## src/logic/ctrl_pkg.sv

```systemverilog
// controller types: pc select, operand forwarding select, jump kind, operand count
package ctrl_pkg;

  // register operands seen by forwarding and hazard logic
  // index 0 is operand a, the one read by the jump-register path
  parameter int unsigned N_OPS = 3;

  // next pc source for the fetch stage
  typedef enum logic [2:0] {
    PC_BOOT      = 3'b000,
    PC_JUMP      = 3'b010,
    PC_BRANCH    = 3'b011,
    PC_EXCEPTION = 3'b100,
    PC_ERET      = 3'b101
  } pc_mux_t;

  // operand source in the ID stage
  typedef enum logic [1:0] {
    SEL_REGFILE = 2'b00,
    // alu result still in EX
    SEL_FW_EX   = 2'b01,
    // write-back result
    SEL_FW_WB   = 2'b10
  } fwd_sel_t;

  // control transfer kind seen by the decoder
  typedef enum logic [1:0] {
    BRANCH_NONE = 2'b00,
    BRANCH_JAL  = 2'b01,
    BRANCH_JALR = 2'b10,
    // conditional branch, resolved in EX
    BRANCH_COND = 2'b11
  } jump_t;

endpackage

```

## src/logic/ctrl_ifs.sv

```systemverilog
// regmatch_if for write-back hazard info and stall_if for stall flags, with modports
`timescale 1ns/1ns

// destination register matches and write enables from the later stages
interface regmatch_if #(
  parameter int unsigned N_OPS = ctrl_pkg::N_OPS
);
  // write enables of EX, WB and the EX alu forwarding path
  logic             we_ex;
  logic             we_wb;
  logic             alu_we_fw;
  // one bit per operand, set when that operand names the pending destination
  logic [N_OPS-1:0] match_ex;
  logic [N_OPS-1:0] match_wb;
  logic [N_OPS-1:0] match_alu;

  // producer side, fed from the pipeline
  modport src (
    output we_ex, we_wb, alu_we_fw, match_ex, match_wb, match_alu
  );

  // consumers: forwarding and hazard logic
  modport dst (
    input  we_ex, we_wb, alu_we_fw, match_ex, match_wb, match_alu
  );
endinterface

// stall flags from the hazard logic
interface stall_if;
  logic load_stall;
  logic csr_stall;
  logic jr_stall;
  // keep the ID instruction from writing anything
  logic deassert_we;

  modport src (output load_stall, csr_stall, jr_stall, deassert_we);

  // the fsm only holds a jump back while its target register is pending
  modport fsm (input jr_stall);
endinterface

```

## src/logic/ctrl_fsm.sv

```systemverilog
// main control fsm: state register, pc steering, stage halts, interrupt acknowledge
`timescale 1ns/1ns

module ctrl_fsm (
  input  logic              clk,
  input  logic              rst_n,
  input  logic              fetch_enable_i,
  input  logic              instr_valid_i,
  input  logic              id_ready_i,
  input  logic              ex_valid_i,
  input  logic              mret_insn_i,
  input  logic              pipe_flush_i,
  input  logic              branch_taken_ex_i,
  input  ctrl_pkg::jump_t   jump_in_dec_i,
  input  logic              irq_i,
  stall_if.fsm              stall_fsm,
  output logic              ctrl_busy_o,
  output logic              is_decoding_o,
  output logic              instr_req_o,
  output logic              pc_set_o,
  output ctrl_pkg::pc_mux_t pc_mux_o,
  output logic              irq_ack_o,
  output logic              halt_if_o,
  output logic              halt_id_o
);
  import ctrl_pkg::*;

  typedef enum logic [2:0] {
    RESET, BOOT_SET, SLEEP, FIRST_FETCH, DECODE, FLUSH_EX, FLUSH_WB
  } ctrl_state_t;

  ctrl_state_t state_q;
  ctrl_state_t state_d;
  // pc already redirected for the instruction sitting in ID
  logic        jump_done;
  logic        jump_done_q;
  logic        is_jump;

  assign is_jump = (jump_in_dec_i == BRANCH_JAL) || (jump_in_dec_i == BRANCH_JALR);

  //////////////////////////////////////////////////////////////////////
  // next state and outputs
  //////////////////////////////////////////////////////////////////////
  always_comb begin
    // running defaults
    state_d       = state_q;
    jump_done     = jump_done_q;
    instr_req_o   = 1'b1;
    ctrl_busy_o   = 1'b1;
    is_decoding_o = 1'b0;
    pc_set_o      = 1'b0;
    pc_mux_o      = PC_BOOT;
    irq_ack_o     = 1'b0;
    halt_if_o     = 1'b0;
    halt_id_o     = 1'b0;

    unique case (state_q)
      // idle until the core is enabled
      RESET: begin
        instr_req_o = 1'b0;
        ctrl_busy_o = 1'b0;
        if (fetch_enable_i) begin
          state_d = BOOT_SET;
        end
      end

      // single cycle load of the boot address
      BOOT_SET: begin
        pc_set_o = 1'b1;
        pc_mux_o = PC_BOOT;
        state_d  = FIRST_FETCH;
      end

      // wait for the first instruction to reach ID
      FIRST_FETCH: begin
        if (id_ready_i) begin
          state_d = DECODE;
        end
        // nothing in ID yet, so no halt needed
        if (irq_i) begin
          pc_set_o  = 1'b1;
          pc_mux_o  = PC_EXCEPTION;
          irq_ack_o = 1'b1;
        end
      end

      DECODE: begin
        if (branch_taken_ex_i) begin
          // ID holds a wrong-path instruction, redirect and drop it
          pc_set_o = 1'b1;
          pc_mux_o = PC_BRANCH;
          if (irq_i) begin
            pc_mux_o  = PC_EXCEPTION;
            irq_ack_o = 1'b1;
            halt_id_o = 1'b1;
          end
        end else if (instr_valid_i) begin
          is_decoding_o = 1'b1;
          if (is_jump) begin
            // target known in ID; jalr waits for its base register
            pc_mux_o = PC_JUMP;
            if (!stall_fsm.jr_stall && !jump_done_q) begin
              pc_set_o  = 1'b1;
              jump_done = 1'b1;
            end
          end else if (mret_insn_i) begin
            pc_mux_o = PC_ERET;
            if (!jump_done_q) begin
              pc_set_o  = 1'b1;
              jump_done = 1'b1;
            end
          end else if (irq_i) begin
            // instruction in ID is not issued, handler fetch starts now
            pc_set_o  = 1'b1;
            pc_mux_o  = PC_EXCEPTION;
            irq_ack_o = 1'b1;
            halt_id_o = 1'b1;
          end
          // wfi, or mret back to a disabled core
          if (pipe_flush_i || (mret_insn_i && !fetch_enable_i)) begin
            halt_if_o = 1'b1;
            halt_id_o = 1'b1;
            state_d   = FLUSH_EX;
          end
        end else if (irq_i) begin
          // empty ID slot
          pc_set_o  = 1'b1;
          pc_mux_o  = PC_EXCEPTION;
          irq_ack_o = 1'b1;
          halt_id_o = 1'b1;
        end
      end

      // drain EX
      FLUSH_EX: begin
        halt_if_o = 1'b1;
        halt_id_o = 1'b1;
        if (ex_valid_i) begin
          state_d = FLUSH_WB;
        end
      end

      // one cycle for WB, then resume or sleep
      FLUSH_WB: begin
        halt_id_o = 1'b1;
        if (fetch_enable_i) begin
          state_d = DECODE;
        end else begin
          halt_if_o = 1'b1;
          state_d   = SLEEP;
        end
      end

      SLEEP: begin
        instr_req_o = 1'b0;
        ctrl_busy_o = 1'b0;
        halt_if_o   = 1'b1;
        halt_id_o   = 1'b1;
        // woken by enable or a pending interrupt
        if (fetch_enable_i || irq_i) begin
          state_d = FIRST_FETCH;
        end
      end

      default: begin
        instr_req_o = 1'b0;
        state_d     = RESET;
      end
    endcase
  end

  // jump_done drops once ID accepts the instruction
  always_ff @(posedge clk or negedge rst_n) begin
    if (!rst_n) begin
      state_q     <= RESET;
      jump_done_q <= 1'b0;
    end else begin
      state_q     <= state_d;
      jump_done_q <= jump_done & ~id_ready_i;
    end
  end

  // no branch prediction in IF, a taken branch flushes its own successor
  assert property (@(posedge clk) disable iff (!rst_n)
    branch_taken_ex_i |=> !branch_taken_ex_i)
    else $error("taken branches back to back");

  // a jump or mret held in ID redirects the pc only once
  assert property (@(posedge clk) disable iff (!rst_n)
    (pc_set_o && (pc_mux_o inside {PC_JUMP, PC_ERET}) && !id_ready_i)
    |=> !(pc_set_o && (pc_mux_o inside {PC_JUMP, PC_ERET})))
    else $error("pc redirected twice for one instruction");

endmodule

```

## src/logic/hazard_unit.sv

```systemverilog
// stall detection for load-use, csr-use and jump-register hazards, write-enable deassertion
`timescale 1ns/1ns

module hazard_unit #(
  parameter int unsigned N_OPS = ctrl_pkg::N_OPS
) (
  input  logic            is_decoding_i,
  input  logic            illegal_insn_i,
  input  logic            data_req_ex_i,
  input  logic            csr_busy_i,
  input  logic            csr_access_id_i,
  input  ctrl_pkg::jump_t jump_in_dec_i,
  regmatch_if.dst         rm,
  stall_if.src            stall
);
  import ctrl_pkg::*;

  // operands whose source register is being written further down the pipe
  logic [N_OPS-1:0] ex_hit;
  logic [N_OPS-1:0] wb_hit;
  logic [N_OPS-1:0] alu_hit;

  assign ex_hit  = rm.match_ex  & {N_OPS{rm.we_ex}};
  assign wb_hit  = rm.match_wb  & {N_OPS{rm.we_wb}};
  assign alu_hit = rm.match_alu & {N_OPS{rm.alu_we_fw}};

  //////////////////////////////////////////////////////////////////////
  // stall rules
  //////////////////////////////////////////////////////////////////////

  // load data arrives only in WB, any operand waiting on it must hold
  assign stall.load_stall = data_req_ex_i & (|ex_hit);

  // coarse rule, any csr access in ID waits for the busy csr
  assign stall.csr_stall = csr_busy_i & csr_access_id_i;

  // jalr base address goes straight to the pc, no forwarding on that path
  assign stall.jr_stall = (jump_in_dec_i == BRANCH_JALR) &
                          (wb_hit[0] | ex_hit[0] | alu_hit[0]);

  // no register write from an instruction that is not really issued
  assign stall.deassert_we = ~is_decoding_i
                           | illegal_insn_i
                           | stall.load_stall
                           | stall.csr_stall
                           | stall.jr_stall;

endmodule

```

## src/logic/fwd_unit.sv

```systemverilog
// operand forwarding select, EX result before WB result before register file
`timescale 1ns/1ns

module fwd_unit #(
  parameter int unsigned N_OPS = ctrl_pkg::N_OPS
) (
  regmatch_if.dst                     rm,
  output ctrl_pkg::fwd_sel_t [N_OPS-1:0] operand_fw_sel_o
);
  import ctrl_pkg::*;

  //////////////////////////////////////////////////////////////////////
  // per operand source select
  //////////////////////////////////////////////////////////////////////
  always_comb begin
    for (int unsigned i = 0; i < N_OPS; i++) begin
      // plain register file read
      operand_fw_sel_o[i] = SEL_REGFILE;

      // older result, about to be written back
      if (rm.we_wb && rm.match_wb[i]) begin
        operand_fw_sel_o[i] = SEL_FW_WB;
      end

      // newer result from the alu wins over WB
      if (rm.alu_we_fw && rm.match_alu[i]) begin
        operand_fw_sel_o[i] = SEL_FW_EX;
      end
    end
  end

endmodule

```

## src/logic/core_ctrl.sv

```systemverilog
// core controller top: fsm, hazard unit and forwarding unit joined by regmatch_if and stall_if
`timescale 1ns/1ns

module core_ctrl #(
  parameter int unsigned N_OPS = ctrl_pkg::N_OPS
) (
  input  logic                           clk,
  input  logic                           rst_n,
  input  logic                           fetch_enable_i,
  input  logic                           instr_valid_i,
  input  logic                           id_ready_i,
  input  logic                           ex_valid_i,
  input  logic                           illegal_insn_i,
  input  logic                           mret_insn_i,
  input  logic                           pipe_flush_i,
  input  logic                           branch_taken_ex_i,
  input  ctrl_pkg::jump_t                jump_in_dec_i,
  input  logic                           irq_i,
  input  logic                           data_req_ex_i,
  input  logic                           csr_busy_i,
  input  logic                           csr_access_id_i,
  input  logic                           regfile_we_ex_i,
  input  logic                           regfile_we_wb_i,
  input  logic                           regfile_alu_we_fw_i,
  input  logic [N_OPS-1:0]               reg_d_ex_match_i,
  input  logic [N_OPS-1:0]               reg_d_wb_match_i,
  input  logic [N_OPS-1:0]               reg_d_alu_match_i,
  output logic                           ctrl_busy_o,
  output logic                           is_decoding_o,
  output logic                           instr_req_o,
  output logic                           pc_set_o,
  output ctrl_pkg::pc_mux_t              pc_mux_o,
  output logic                           irq_ack_o,
  output logic                           halt_if_o,
  output logic                           halt_id_o,
  output logic                           deassert_we_o,
  output logic                           load_stall_o,
  output logic                           csr_stall_o,
  output logic                           jr_stall_o,
  output ctrl_pkg::fwd_sel_t [N_OPS-1:0] operand_fw_sel_o
);

  regmatch_if #(.N_OPS(N_OPS)) rm_if ();
  stall_if                     st_if ();

  // decode qualifier, fsm to hazard unit
  logic is_decoding;

  //////////////////////////////////////////////////////////////////////
  // pipeline hazard info onto the bundle
  //////////////////////////////////////////////////////////////////////
  assign rm_if.we_ex     = regfile_we_ex_i;
  assign rm_if.we_wb     = regfile_we_wb_i;
  assign rm_if.alu_we_fw = regfile_alu_we_fw_i;
  assign rm_if.match_ex  = reg_d_ex_match_i;
  assign rm_if.match_wb  = reg_d_wb_match_i;
  assign rm_if.match_alu = reg_d_alu_match_i;

  ctrl_fsm fsm_i (
    .clk               (clk),
    .rst_n             (rst_n),
    .fetch_enable_i    (fetch_enable_i),
    .instr_valid_i     (instr_valid_i),
    .id_ready_i        (id_ready_i),
    .ex_valid_i        (ex_valid_i),
    .mret_insn_i       (mret_insn_i),
    .pipe_flush_i      (pipe_flush_i),
    .branch_taken_ex_i (branch_taken_ex_i),
    .jump_in_dec_i     (jump_in_dec_i),
    .irq_i             (irq_i),
    .stall_fsm         (st_if.fsm),
    .ctrl_busy_o       (ctrl_busy_o),
    .is_decoding_o     (is_decoding),
    .instr_req_o       (instr_req_o),
    .pc_set_o          (pc_set_o),
    .pc_mux_o          (pc_mux_o),
    .irq_ack_o         (irq_ack_o),
    .halt_if_o         (halt_if_o),
    .halt_id_o         (halt_id_o)
  );

  hazard_unit #(.N_OPS(N_OPS)) hazard_i (
    .is_decoding_i   (is_decoding),
    .illegal_insn_i  (illegal_insn_i),
    .data_req_ex_i   (data_req_ex_i),
    .csr_busy_i      (csr_busy_i),
    .csr_access_id_i (csr_access_id_i),
    .jump_in_dec_i   (jump_in_dec_i),
    .rm              (rm_if.dst),
    .stall           (st_if.src)
  );

  fwd_unit #(.N_OPS(N_OPS)) fwd_i (
    .rm               (rm_if.dst),
    .operand_fw_sel_o (operand_fw_sel_o)
  );

  // stall flags out to the pipeline
  assign is_decoding_o = is_decoding;
  assign deassert_we_o = st_if.deassert_we;
  assign load_stall_o  = st_if.load_stall;
  assign csr_stall_o   = st_if.csr_stall;
  assign jr_stall_o    = st_if.jr_stall;

endmodule

```

## config.mk

```make
export PLATFORM = sky130hd
export DESIGN_NAME = core_ctrl
export DESIGN_NICKNAME = d
export VERILOG_FILES = /design/src/logic/ctrl_pkg.sv /design/src/logic/ctrl_ifs.sv /design/src/logic/ctrl_fsm.sv /design/src/logic/hazard_unit.sv /design/src/logic/fwd_unit.sv /design/src/logic/core_ctrl.sv
export SDC_FILE = /design/constraint.sdc
export NUM_CORES = 1
export LEC_CHECK = 0
export BUFFER_PORTS_ARGS = -buffer_cell sky130_fd_sc_hd__buf_2
export CAP_MARGIN = 20
export CORE_UTILIZATION = 40
export CTS_BUF_LIST = sky130_fd_sc_hd__clkbuf_4 sky130_fd_sc_hd__clkbuf_8
export CTS_CLUSTER_SIZE = 12
export DETAILED_ROUTE_END_ITERATION = 6
export GPL_TIMING_DRIVEN = 1
export PLACE_DENSITY = 0.95
export SLEW_MARGIN = 20
export SYNTH_ARGS = -nofsm -noshare
export SYNTH_HDL_FRONTEND = slang
export SYNTH_SLANG_ARGS = --single-unit
export TNS_END_PERCENT = 1
```

## constraint.sdc

```tcl
create_clock -name clk -period 4.53 [get_ports clk]
set_clock_uncertainty 0.1 [all_clocks]
set_input_delay 0.453 -clock clk [delete_from_list [all_inputs] [get_ports clk]]
set_output_delay 0.453 -clock clk [all_outputs]
set_load 0.005 [all_outputs]
```

---- Yosys cells after proc, flatten, opt, wreduce, memory -nomap -nowiden ----
Cells that the tools add are included.
storage, ports and cells
  bits of input ports ..................... 28
  output and inout port bits .............. 20
  word-level logic and storage cells ...... 108
  flip-flop bits (word level) ............. 4
cells by class
  bitwise gates (word level) .............. 15
  equal/unequal tests ..................... 15
  mux-type cells .......................... 55
  reduce and logical (&&, ||, !) cells .... 21
operators with widths
  kind                                                                     count
  3-bit 2-to-1 mux                                                         14
  1-bit 2-to-1 mux                                                         29
  3-bit one-hot mux with 7 select lines                                    1
  2-bit 2-to-1 mux                                                         6
  2-bit inequality test, second input constant                             5
  3-bit equality test, second input constant                               3
  1-bit logical AND                                                        8
  7-bit AND reduction                                                      1
  1-bit AND                                                                6
  3-bit by 2-bit equality test with 1-bit output, second input constant    2
  1-bit OR                                                                 6
  1-bit one-hot mux with 3 select lines                                    2
  3-bit one-hot mux with 2 select lines                                    1
  3-bit OR reduction                                                       2
  5-bit OR reduction                                                       1
  2-bit by 1-bit inequality test with 1-bit output, second input constant  2
  1-bit one-hot mux with 2 select lines                                    2
  2-bit OR reduction                                                       2
  3-bit AND                                                                1
  3-bit by 1-bit equality test with 1-bit output, second input constant    1
  1-bit logical NOT                                                        3
  3-bit logical NOT                                                        1
  1-bit logical OR                                                         3
  2-bit by 1-bit equality test with 1-bit output, second input constant    1
  2 further kinds                                                          3

---- Longest topological paths before layout ----
Gate-level depths: netlist (run 1).
  depth in word-level cells ............... 12
  mapped depth ............................ 6
  gate-level depth less buffers ........... 6

---- Modules after synthesis ----
Synthesis (run 1) repeated with hierarchy kept, for this count alone.
unflattened totals
  cell total of the unflattened synthesis .. 82
  area, all modules ....................... 568.0 sq um
by module, submodules not included
  module       seq. area each (sq um)  area an instance (sq um)  cells each  times used
  ctrl_fsm     100.1                   461.7                     64          1
  hazard_unit  0.0                     55.1                      9           1
  fwd_unit     0.0                     51.3                      9           1

---- Least setup slack after synthesis (run 1) ----
OpenSTA, ideal clock, no wires.
  path kind ............................... input to output
  start point ............................. input port jump_in_dec_i[0]
  end point ............................... output port halt_id_o
  arrival ................................. 1,308 ps
  path buffers ............................ 0
  cell stages on the path ................. 5
  slack ................................... 2,669 ps
  required time ........................... 3,977 ps
  cell sequence ........................... inv_1 > ha_1 > nor2b_1 > o21ai_0 > a31oi_1
between the ends
  word-level cells in the longest chain between the ends .. 7
  elaborated cells between the ends (all ways) .. 8
  those cells by class .................... eq/ne: 2; mux: 5; reduce/logical: 1
ends and longest elaborated chain
  item                                                                                   line             RTL
  start, declared                                                                        core_ctrl.sv:17  input ctrl_pkg::jump_t jump_in_dec_i,
  2-bit by 1-bit equality test with 1-bit output or 2-bit equality test (tied branches)  ctrl_fsm.sv:39   assign is_jump = (jump_in_dec_i == BRANCH_JAL) || (jump_in_dec_i == BRANCH_JALR);
  1-bit logical OR (*)                                                                   ctrl_fsm.sv:39
  1-bit 2-to-1 mux (*)                                                                   ctrl_fsm.sv:99   if (is_jump) begin
  1-bit 2-to-1 mux (*)                                                                   ctrl_fsm.sv:120  if (pipe_flush_i || (mret_insn_i && !fetch_enable_i)) begin
  1-bit 2-to-1 mux (*)                                                                   ctrl_fsm.sv:97   end else if (instr_valid_i) begin
  1-bit 2-to-1 mux (*)                                                                   ctrl_fsm.sv:88   if (branch_taken_ex_i) begin
  1-bit one-hot mux with 2 select lines (*)                                              ctrl_fsm.sv:57   unique case (state_q)
  end, declared                                                                          core_ctrl.sv:35  output logic halt_id_o,
Mark *: on every way between the ends. The rest lies on a longest branch, timed or not.

---- Worst setup path after layout (run 1) ----
  start point ............................. register fsm_i.state_q[1]
  end point ............................... output port pc_mux_o[2]
between the ends
  word-level cells in the longest chain between the ends .. 2
  elaborated cells between the ends (all ways) .. 3
  those cells by class .................... eq/ne: 2; mux: 1
ends and longest elaborated chain
  item                                                                                   line             RTL
  start, declared                                                                        ctrl_fsm.sv:32   ctrl_state_t state_q;
  start signal, assigned                                                                 ctrl_fsm.sv:178  state_q <= state_d;
  3-bit equality test or 3-bit by 2-bit equality test with 1-bit output (tied branches)  ctrl_fsm.sv:57
  3-bit one-hot mux with 2 select lines (*)                                              ctrl_fsm.sv:57
  end, declared                                                                          core_ctrl.sv:32  output ctrl_pkg::pc_mux_t pc_mux_o,
Marked as above.

==> summary.txt, run 1 <==
Run status
  – Status: finished clean

Routing
  – Antenna Nets Post-Route: 0
  – Number of detailed-route iterations in the first pass: 4
  – DRT Wirelength: 1648 µm
  – DRC Markers: 0
  – Post-DR vias/cell: 5.575
  – Drt wl/cell: 11.29 µm
  – Via Count: 814
  – Iter 0 DRT Violations: 15

Die
  – Die X: 38.55 µm
  – Height of the die: 38.55 µm
  – Io pins: 48
  – Die ar.: 0.001486 mm²
  – # rows: 12
  – Core ar.: 0.001171 mm²
  – Initial core utilization: 45.62%

Setup path
  – Worst r2r src: fsm_i.state_q[1]
  – CP Launch Type: flip-flop
  – Critical path peak fanout: 12
  – Required time worst endpoint: 3.98 ns
  – Worst Reg-to-Reg Cells: 4
  – Worst EP arrival: 1.73 ns
  – Setup CP Type: reg2out
  – Worst flop-to-flop path endpoint: fsm_i.jump_done_q
  – Crit end category: output port
  – Flop2flop setup slack: 2.93 ns

CTS
  – Root Driver: clkbuf_4
  – # Post-CTS Setup Buffers: 0
  – CTS Buf Count: 3
  – Cts hold-fix bufs: 1
  – TritonCTS clock tree: built
  – Max Root-Sink Buffers: 2
  – Post-CTS Resized: 0
  – Max H-tree Level: 1
  – Clk Latency, worst-skew pair: 0.25 ns
  – Clk sinks: 4
  – Worst-path clk slew: 0.05 ns

Timing
  – Hold Violations, Final: 0
  – Setup-failing EPs final: 0
  – Fin crit period: 2.287 ns
  – F_max: 437.3 MHz
  – Setup TNS: 0 ns
  – Max Slew Vio Count: 0
  – Worst setup slack after layout: 2.243 ns
  – Worst Tran Pin Value: 0.4268 ns
  – RSZ-0062 raised after global routing: no
  – Final period utilization: 50.48%
  – Max transition margin: 71.25%

GRT
  – Gr ovfl total: 0
  – Total track usage: 24.37%
  – Largest net degree at the start of global routing: 13
  – Vias in the first global route: 655
  – Initial antenna violation count: 0
  – Global-route wire length before repair: 2490 µm

Logic synthesis
  – Post-synthesis cell count: 83
  – Post-synth top area cell: dfrtp_1
  – Cell with the most instances after synthesis: nand2_1
  – Synth area leaders: dfrtp_1 (19%), o21ai_0 (8.4%), nand2_1 (7.7%)
  – Distinct cells, synth: 31
  – Synth top area share: 18.74%
  – #FFs+latches synth: 4
  – Synth async-reset ratio: 100.0%
  – Syn avg cell area: 6.437 µm²
  – Post-synth EDFFs: 0
  – Synth Warn #: 0
  – Top_reg_cell synth: dfrtp_1
  – Post-Syn Nets: 112
  – Post-synth top cells: nand2_1 (11), nor2_1 (9), o21ai_0 (9), inv_1 (8), a21oi_1 (7)
  – Seq/Total Area, Yosys: 18.74%
  – Cell Area, Synth: 534.3 µm²

Power
  – Max VDD drop: 0.2510 mV
  – PwrDens: 391.1 mW/mm²
  – Static Leak: 0.0004414 µW

Finish
  – Number of antenna cells inserted: 0
  – Footprint of the multi-input gates: 395.4 µm²
  – Fin nets: 163
  – Layout area overhead: 51.76%
  – Share of cells above drive strength 1: 39.39%
  – Fillers: 104
  – Finished Layout Cells: 146
  – Final core occ: 69.23%
  – FF+latch area: 100.1 µm²

Min path
  – Worst hold stages: 2
  – Hold endpoint: fsm_i.jump_done_q
  – Hold crit path type: in2reg
  – Hold Crit Start: id_ready_i

Place
  – Placed cells: 142
  – Worst slack, placed: 2.359 ns
  – Dpl hpwl: 1321 µm
  – Port Buffer Count: 47
  – Routability cong.: 0.8501

Job
  – Max Cap Violations: 0
==> logic make-up (layout without fill, tap and decap cells) <==
logic type	count (synthesis)	after routing	synth area share [%]
buffers and inverters	10	59	7.259
AOI/OAI and AO/OA	33	33	39.11
and+or+nand+nor	35	35	32.55
adders and majority gates	1	1	2.342
DFF	4	4	18.74
==> cell usage in the layout, fill, tap and decap left out, types with 3 or more instances in the layout <==
cell type and n:
buf_2 47, nand2_1 11, nor2_1 9, o21ai_0 9, inv_1 8, a21oi_1 7, and2_1 4, dfrtp_1 4
nand3_1 3, clkbuf_4 3
==> worst max-delay path by stage <==
stage | from | endpoint
detailed placement | jump_in_dec_i[0] | irq_ack_o
CTS | fsm_i.state_q[1] | pc_mux_o[2]
global placement | jump_in_dec_i[0] | halt_id_o
global route | fsm_i.state_q[1] | pc_mux_o[2]
floorplan | jump_in_dec_i[0] | halt_id_o
finish | fsm_i.state_q[1] | pc_mux_o[2]
==> stage by stage <==
| stage | total power (µW) | hold WS, ns | area, µm² |
|---|---|---|---|
| after detailed placement | 265.9 | 0.1689 | 778.2 |
| after CTS | 316.3 | 0.3172 | 810.8 |
| after global placement | 259.4 | 0.1577 | 778.2 |
| after floorplan | 191.8 | 0.05741 | 534.3 |
| final | 317.1 | 0.3128 | 810.8 |
| after global routing | 346.3 | 0.3372 | 810.8 |
==> critical path, stage by stage (launching register included) <==
cell	delay, ns
dfrtp_1	0.49
or3b_1	0.52
o32ai_1	0.32
buf_2	0.16
==> power by group <==
| part | internal [µW] | switching [µW] |
|---|---|---|
| Sequential | 49.1 | 31.0 |
| Clock | 29.9 | 18.5 |
| Combinational | 90.3 | 98.3 |
| Total | 169 | 148 |
==> metal layers <==
metal,GRT usage [%],part of all wire (%),vias to the layer above
met5,0,0,-
met4,17.24,1.6,0
met3,2.907,11,4
met2,43.33,48,58
met1,25.98,39,353
li1,-,-,399
==> registers in the layout, indices dropped and copies added (netlist names) <==
name,count
fsm_i.jump_done_q,1
fsm_i.state_q,3
==> cell type report <==
class | instances | share of cell area, %
multi-input combinational | 69 | 48.77
timing repair buffer | 48 | 30.25
sequential | 4 | 12.35
inverter | 8 | 3.704
clock buffer | 3 | 2.778
tap | 14 | 2.160
(Power assumes the default switching activity.)
==> run 2: changes to the inputs <==
Settings changed: ABC_AREA set to 1, PLACE_DENSITY 0.95 to 0.92.
Clock period 4.53 ns to 2.3 ns, I/O delays scaled along.
==> run 2 against run 1 <==
Compared with the run above: critical path depth is 5 higher; global-route usage is 1.9 points higher; flip-flop and latch count stayed put; largest power group unchanged; die area is 11% higher; largest cell class unchanged; via count is 11% higher; non-clock buffer count stayed put; highest routed layer unchanged; worst setup slack worse by 1.8 ns; cell area is 7.4% higher; utilization is 4.7 points lower; first-iteration DRC count grew to 2.7 times the previous value; wire length is 17% higher; critical endpoint is now halt_if_o; sequential power is 89% higher.
==> summary.txt, run 2 <==
Run status
  – Status: finished clean

Finish
  – Final instance area: 870.8 µm²
  – Top reg by flops: fsm_i.state_q
  – Number of antenna cells inserted: 0
  – Commonest non-fill, non-tap cell in the layout: buf_2
  – Share of cells above drive strength 1: 37.74%
  – Fin nets: 190
  – Fillers: 127
  – Most frequent cells in the layout: buf_2 (47), nand2_1 (28), inv_1 (18), nor2_1 (14), a21oi_1 (7)
  – Layout area overhead: 46.22%
  – Top Registers: fsm_i.state_q (3), fsm_i.jump_done_q (1)
  – Footprint of the multi-input gates: 405.4 µm²
  – Max reg flops: 3
  – FF+latch area: 100.1 µm²

Power
  – Static Leak: 0.0005643 µW
  – Max VDD drop: 0.5754 mV
  – Pwr Total: 712.3 µW
  – PwrDens: 817.9 mW/mm²

CTS
  – Clk sinks: 4
  – Post-CTS Resized: 0
  – Worst-path clk slew: 0.05 ns
  – CTS Buf Count: 3
  – Clk Latency, worst-skew pair: 0.24 ns
  – TritonCTS clock tree: built
  – Root Driver: clkbuf_4
  – Max H-tree Level: 1
  – # Post-CTS Setup Buffers: 0
  – Max Root-Sink Buffers: 2

Timing
  – Worst Tran Pin Value: 0.4444 ns
  – RSZ-0062 raised after global routing: no
  – Final period utilization: 80.69%
  – Setup TNS: 0 ns
  – Setup-failing EPs final: 0
  – Fin crit period: 1.856 ns
  – Max Slew Vio Count: 0
  – F_max: 538.8 MHz
  – Max transition margin: 70.00%
  – Hold Violations, Final: 0

Logic synthesis
  – Post-synth top cells: nand2_1 (28), inv_1 (18), nor2_1 (14), a21oi_1 (7)
  – Distinct cells, synth: 22
  – Post-synth EDFFs: 0
  – Syn avg cell area: 5.464 µm²
  – Seq/Total Area, Yosys: 16.81%
  – Cell with the most instances after synthesis: nand2_1
  – Post-synth top area cell: nand2_1
  – Post-Syn Nets: 138
  – Synth Warn #: 0
  – Top_reg_cell synth: dfrtp_1
  – Cell Area, Synth: 595.6 µm²
  – Post-synthesis cell count: 109
  – Synth async-reset ratio: 100.0%
  – #FFs+latches synth: 4
  – Synth top area share: 17.65%
  – Synth area leaders: nand2_1 (18%), dfrtp_1 (17%), inv_1 (11%)

Routing
  – DRC Markers: 0
  – Drt wl/cell: 11.05 µm
  – Antenna Nets Post-Route: 0
  – DRT Wirelength: 1922 µm
  – Via Count: 900
  – Number of detailed-route iterations in the first pass: 5
  – Iter 0 DRT Violations: 41
  – Post-DR vias/cell: 5.172

GRT
  – Largest net degree at the start of global routing: 9
  – Total track usage: 26.25%
  – Global-route wire length before repair: 2835 µm
  – Vias in the first global route: 726
  – Gr ovfl total: 0
  – Initial antenna violation count: 0

Place
  – Routability cong.: 0.8358
  – Port Buffer Count: 47
  – Dpl hpwl: 1541 µm
  – Placement Cell Area: 838.3 µm²

Setup path
  – Required time worst endpoint: 1.97 ns
  – Crit end category: output port
  – Critical path peak fanout: 5
  – Setup CP Type: reg2out
  – Worst EP arrival: 1.53 ns
  – CP Launch Type: flip-flop

Die
  – Initial core utilization: 44.11%
  – Core ar.: 0.001350 mm²
  – # rows: 13
  – Die X: 40.59 µm
  – Height of the die: 40.59 µm
  – Die ar.: 0.001647 mm²
  – Io pins: 48

Min path
  – Hold crit path type: in2reg

Job
  – Max Cap Violations: 0
-- run 2: cell count changes after synthesis, sizes merged, moves of 4 or more --
cell / delta
o21ai: -4
nor3: +4
nor2: +7
inv: +13
nand2: +21
-- run 2: critical path, cell delays in order, from the launching register on --
cell and delay (ns):
dfrtp_1 0.42, inv_2 0.12, nand2_2 0.09, nor2_4 0.16, nand2_2 0.11, inv_2 0.09
nand2_1 0.07, a21oi_2 0.11, buf_2 0.11
-- run 2: cell families after synthesis --
family | synth area share (%)
AND/OR/NAND/NOR | 43.91
AO/OA/AOI/OAI | 22.06
buffers and inverters | 15.12
flip-flops | 16.81
adder cells (fa/ha/maj) | 2.101
-- run 2: through the flow --
stage          cells  util [%]  hold WS, ns  setup slack (ns)
2_1_floorplan    109         -      -0.1656            0.9065
3_3_place_gp     170     62.09     -0.06586            0.6382
3_5_place_dp     170     62.09     -0.06554            0.5700
4_1_cts          174     64.50      0.06388            0.4550
5_1_grt          174     64.50      0.07657            0.3118
6_report         174     64.50      0.07391            0.4441
-- run 2: where the power goes --
| group | switching [µW] | internal (µW) | leakage (µW) |
|---|---|---|---|
| combinational | 272 | 196 | 0.000500 |
| clock | 34.2 | 58.8 | 0.0000138 |
| sequential | 52.3 | 99.1 | 0.0000503 |
| total | 359 | 354 | 0.000564 |
-- run 2: path summary, 6_finish.rpt --
| check | endpoint | start | slack, ns | depth (start not counted) |
|---|---|---|---|---|
| max | halt_if_o | fsm_i.state_q[1] | 0.44 | 8 |
| min | fsm_i.jump_done_q | id_ready_i | 0.07 | 2 |
| max reg2reg | fsm_i.state_q[0] | fsm_i.state_q[0] | 0.92 | 7 |
| min reg2reg | fsm_i.jump_done_q | fsm_i.jump_done_q | 0.45 | 2 |
| max in group asynchronous | fsm_i.jump_done_q | rst_n | 1.76 | 2 |
| min in group asynchronous | fsm_i.state_q[1] | rst_n | 0.22 | 2 |
-- run 2: cell type report --
| class | instances | share of cell area [%] |
|---|---|---|
| Clock buffer | 3 | 2.586 |
| Inverter | 21 | 9.052 |
| Multi-Input combinational cell | 83 | 46.55 |
| Sequential cell | 4 | 11.49 |
| Tap cell | 15 | 2.155 |
| Timing Repair Buffer | 48 | 28.16 |
-- run 2: layer usage --
metal | vias to the layer above | global-route usage [%] | wire length (µm)
met5 | - | 0 | 0
met4 | 0 | 11.67 | 27
met3 | 5 | 3.333 | 176
met2 | 69 | 50.00 | 957
met1 | 379 | 27.96 | 761
li1 | 447 | - | -
-- run 2: what timing repair did --
item | 4_1_cts | 5_1_grt
setup endpoints to repair | 0 | 0
hold buffers | 1 | 0
endpoints found under the hold margin | 4 | 0
==> run 3: changes to the inputs <==
Settings changed: CORE_UTILIZATION 40 to 36, PLACE_DENSITY 0.92 to 0.88.
Clock period 2.3 ns to 1.7 ns, I/O delays scaled along.
==> run 3 against run 2 <==
Compared with the run above: via count is 0.33% higher; utilization is 4.3 points lower; non-clock buffer count is 4 higher; sequential share of layout area is 0.31 points lower; global-route usage is 5.0 points lower; critical path depth stayed put; combinational power is 49% higher; critical path type unchanged; highest routed layer unchanged.
==> summary.txt, run 3 (synthesis gave the netlist of run 2 again) <==
Die
  – Height of the die: 42.68 µm
  – Die ar.: 0.001821 mm²
  – Io pins: 48
  – # rows: 14
  – Die X: 42.68 µm
  – Core ar.: 0.001524 mm²
  – Initial core utilization: 39.08%

Finish
  – Top reg by flops: fsm_i.state_q
  – Finished Layout Cells: 179
  – Commonest non-fill, non-tap cell in the layout: buf_2
  – Max reg flops: 3
  – Final core occ: 60.18%
  – Layout area overhead: 53.99%
  – Share of cells above drive strength 1: 40.49%
  – Fin nets: 194
  – Number of antenna cells inserted: 0
  – Top Registers: fsm_i.state_q (3), fsm_i.jump_done_q (1)
  – Most frequent cells in the layout: buf_2 (47), nand2_1 (28), inv_1 (18), nor2_1 (14), a21oi_1 (7)
  – Fillers: 158

Setup path
  – Critical path, cell by cell: inv_2 -> nand2_4 -> nor2_4 -> nand2_2 -> inv_2 -> nand2_1 -> a21oi_2 -> buf_2
  – Crit end category: output port
  – Most used cell, CP: inv_2
  – Setup CP Type: reg2out
  – Required time worst endpoint: 1.43 ns
  – Crit path capture: halt_if_o
  – Worst flop-to-flop path endpoint: fsm_i.state_q[1]
  – Worst path top cell family by delay: flip-flops
  – Worst Reg-to-Reg Cells: 8
  – CP startpoint: fsm_i.state_q[1]
  – Worst path slowest cell: dfrtp_1
  – Critical path peak fanout: 4
  – Worst r2r src: fsm_i.state_q[1]
  – Buf/Inv on CP: 3
  – Delay of the slowest critical-path stage: 0.39 ns
  – Worst EP arrival: 1.36 ns
  – Stages on worst setup path: 8
  – Flop2flop setup slack: 0.41 ns
  – CP Launch Type: flip-flop

Timing
  – Setup-failing EPs final: 0
  – Hold Violations, Final: 0
  – Final period utilization: 95.97%
  – Max Slew Vio Count: 0
  – Worst setup slack after layout: 0.06843 ns
  – RSZ-0062 raised after global routing: yes
  – Setup TNS: 0 ns
  – Fin crit period: 1.632 ns
  – Worst Tran Pin Value: 0.4314 ns
  – Max transition margin: 70.87%
  – F_max: 612.9 MHz

CTS
  – Max Root-Sink Buffers: 2
  – Clk Latency, worst-skew pair: 0.24 ns
  – Root Driver: clkbuf_4
  – Clk sinks: 4
  – Max H-tree Level: 1
  – CTS Buf Count: 3
  – TritonCTS clock tree: built
  – Worst-path clk slew: 0.04 ns

Place
  – Port Buffer Count: 47
  – Worst slack, placed: 0.1443 ns
  – Dpl hpwl: 1487 µm
  – Placed cells: 171
  – Routability cong.: 0.8967

GRT
  – Vias in the first global route: 802
  – Initial antenna violation count: 0
  – Largest net degree at the start of global routing: 9
  – Gr ovfl total: 0
  – Total track usage: 21.27%
  – Global-route wire length before repair: 3022 µm

Routing
  – Drt wl/cell: 10.71 µm
  – Number of detailed-route iterations in the first pass: 4
  – DRC Markers: 0
  – Antenna Nets Post-Route: 0
  – Iter 0 DRT Violations: 18
  – Via Count: 903
  – Post-DR vias/cell: 5.045
  – DRT Wirelength: 1917 µm

Run status
  – Status: finished clean

Power
  – PwrDens: 1111 mW/mm²
  – Pwr Total: 1019 µW
  – Static Leak: 0.0005888 µW
  – Max VDD drop: 0.9438 mV

Job
  – Max Cap Violations: 0

Min path
  – Hold crit path type: in2async
run 3: stage by stage:
stage	instance area, µm²	hold slack [ns]
after floorplan	595.6	-0.2256
after detailed placement	839.6	-0.1219
after global placement	839.6	-0.1244
after global routing	917.1	0.1881
final	917.1	0.1762
after CTS	902.1	0.1593
run 3: worst min path at each step:
stage | depth (start not counted) | startpoint | slack, ns | end
floorplan | 0 | rst_n | -0.23 | fsm_i.jump_done_q
global placement | 1 | rst_n | -0.12 | fsm_i.state_q[1]
detailed placement | 1 | rst_n | -0.12 | fsm_i.state_q[1]
CTS | 2 | rst_n | 0.16 | fsm_i.state_q[0]
global route | 2 | rst_n | 0.19 | fsm_i.jump_done_q
finish | 2 | rst_n | 0.18 | fsm_i.jump_done_q
run 3: report_power, final:
group	leakage [µW]	internal, µW	switching, µW
registers	0.0000480	139	68.2
clock network	0.0000138	78.8	37.6
logic	0.000527	307	388
run 3: layout make-up:
class                      count  area, µm²  area share (%)
tap                           16      20.02           2.183
inverter                      21      78.83           8.595
multi-input combinational     83      415.4           45.29
timing repair buffer          52      277.8           30.29
clock buffer                   3      22.52           2.456
sequential                     4      102.6           11.19
run 3: timing repair:
item                                    CTS  global route
setup buffers                             2             1
endpoints found under the setup margin    2             7
gates resized for setup                   1             4
hold buffers                              2             0
pin swaps                                 1             1
hold endpoints to repair                  5             0
run 3: worst register-to-register path, cell delays in order, from the launching register on:
cell and delay (ns):
dfrtp_1 0.36, inv_2 0.07, buf_4 0.13, o211ai_1 0.19, nand2_1 0.11, inv_2 0.07, nand2_2 0.05, nand2_1 0.05
nand2_1 0.04
run 3: layer usage:
layer	up-vias	GRT usage, %	routed length, µm
met4	0	6.250	8
li1	457	-	-
met2	57	40.91	942
met3	2	5.532	209
met5	-	0	0
met1	387	21.93	756
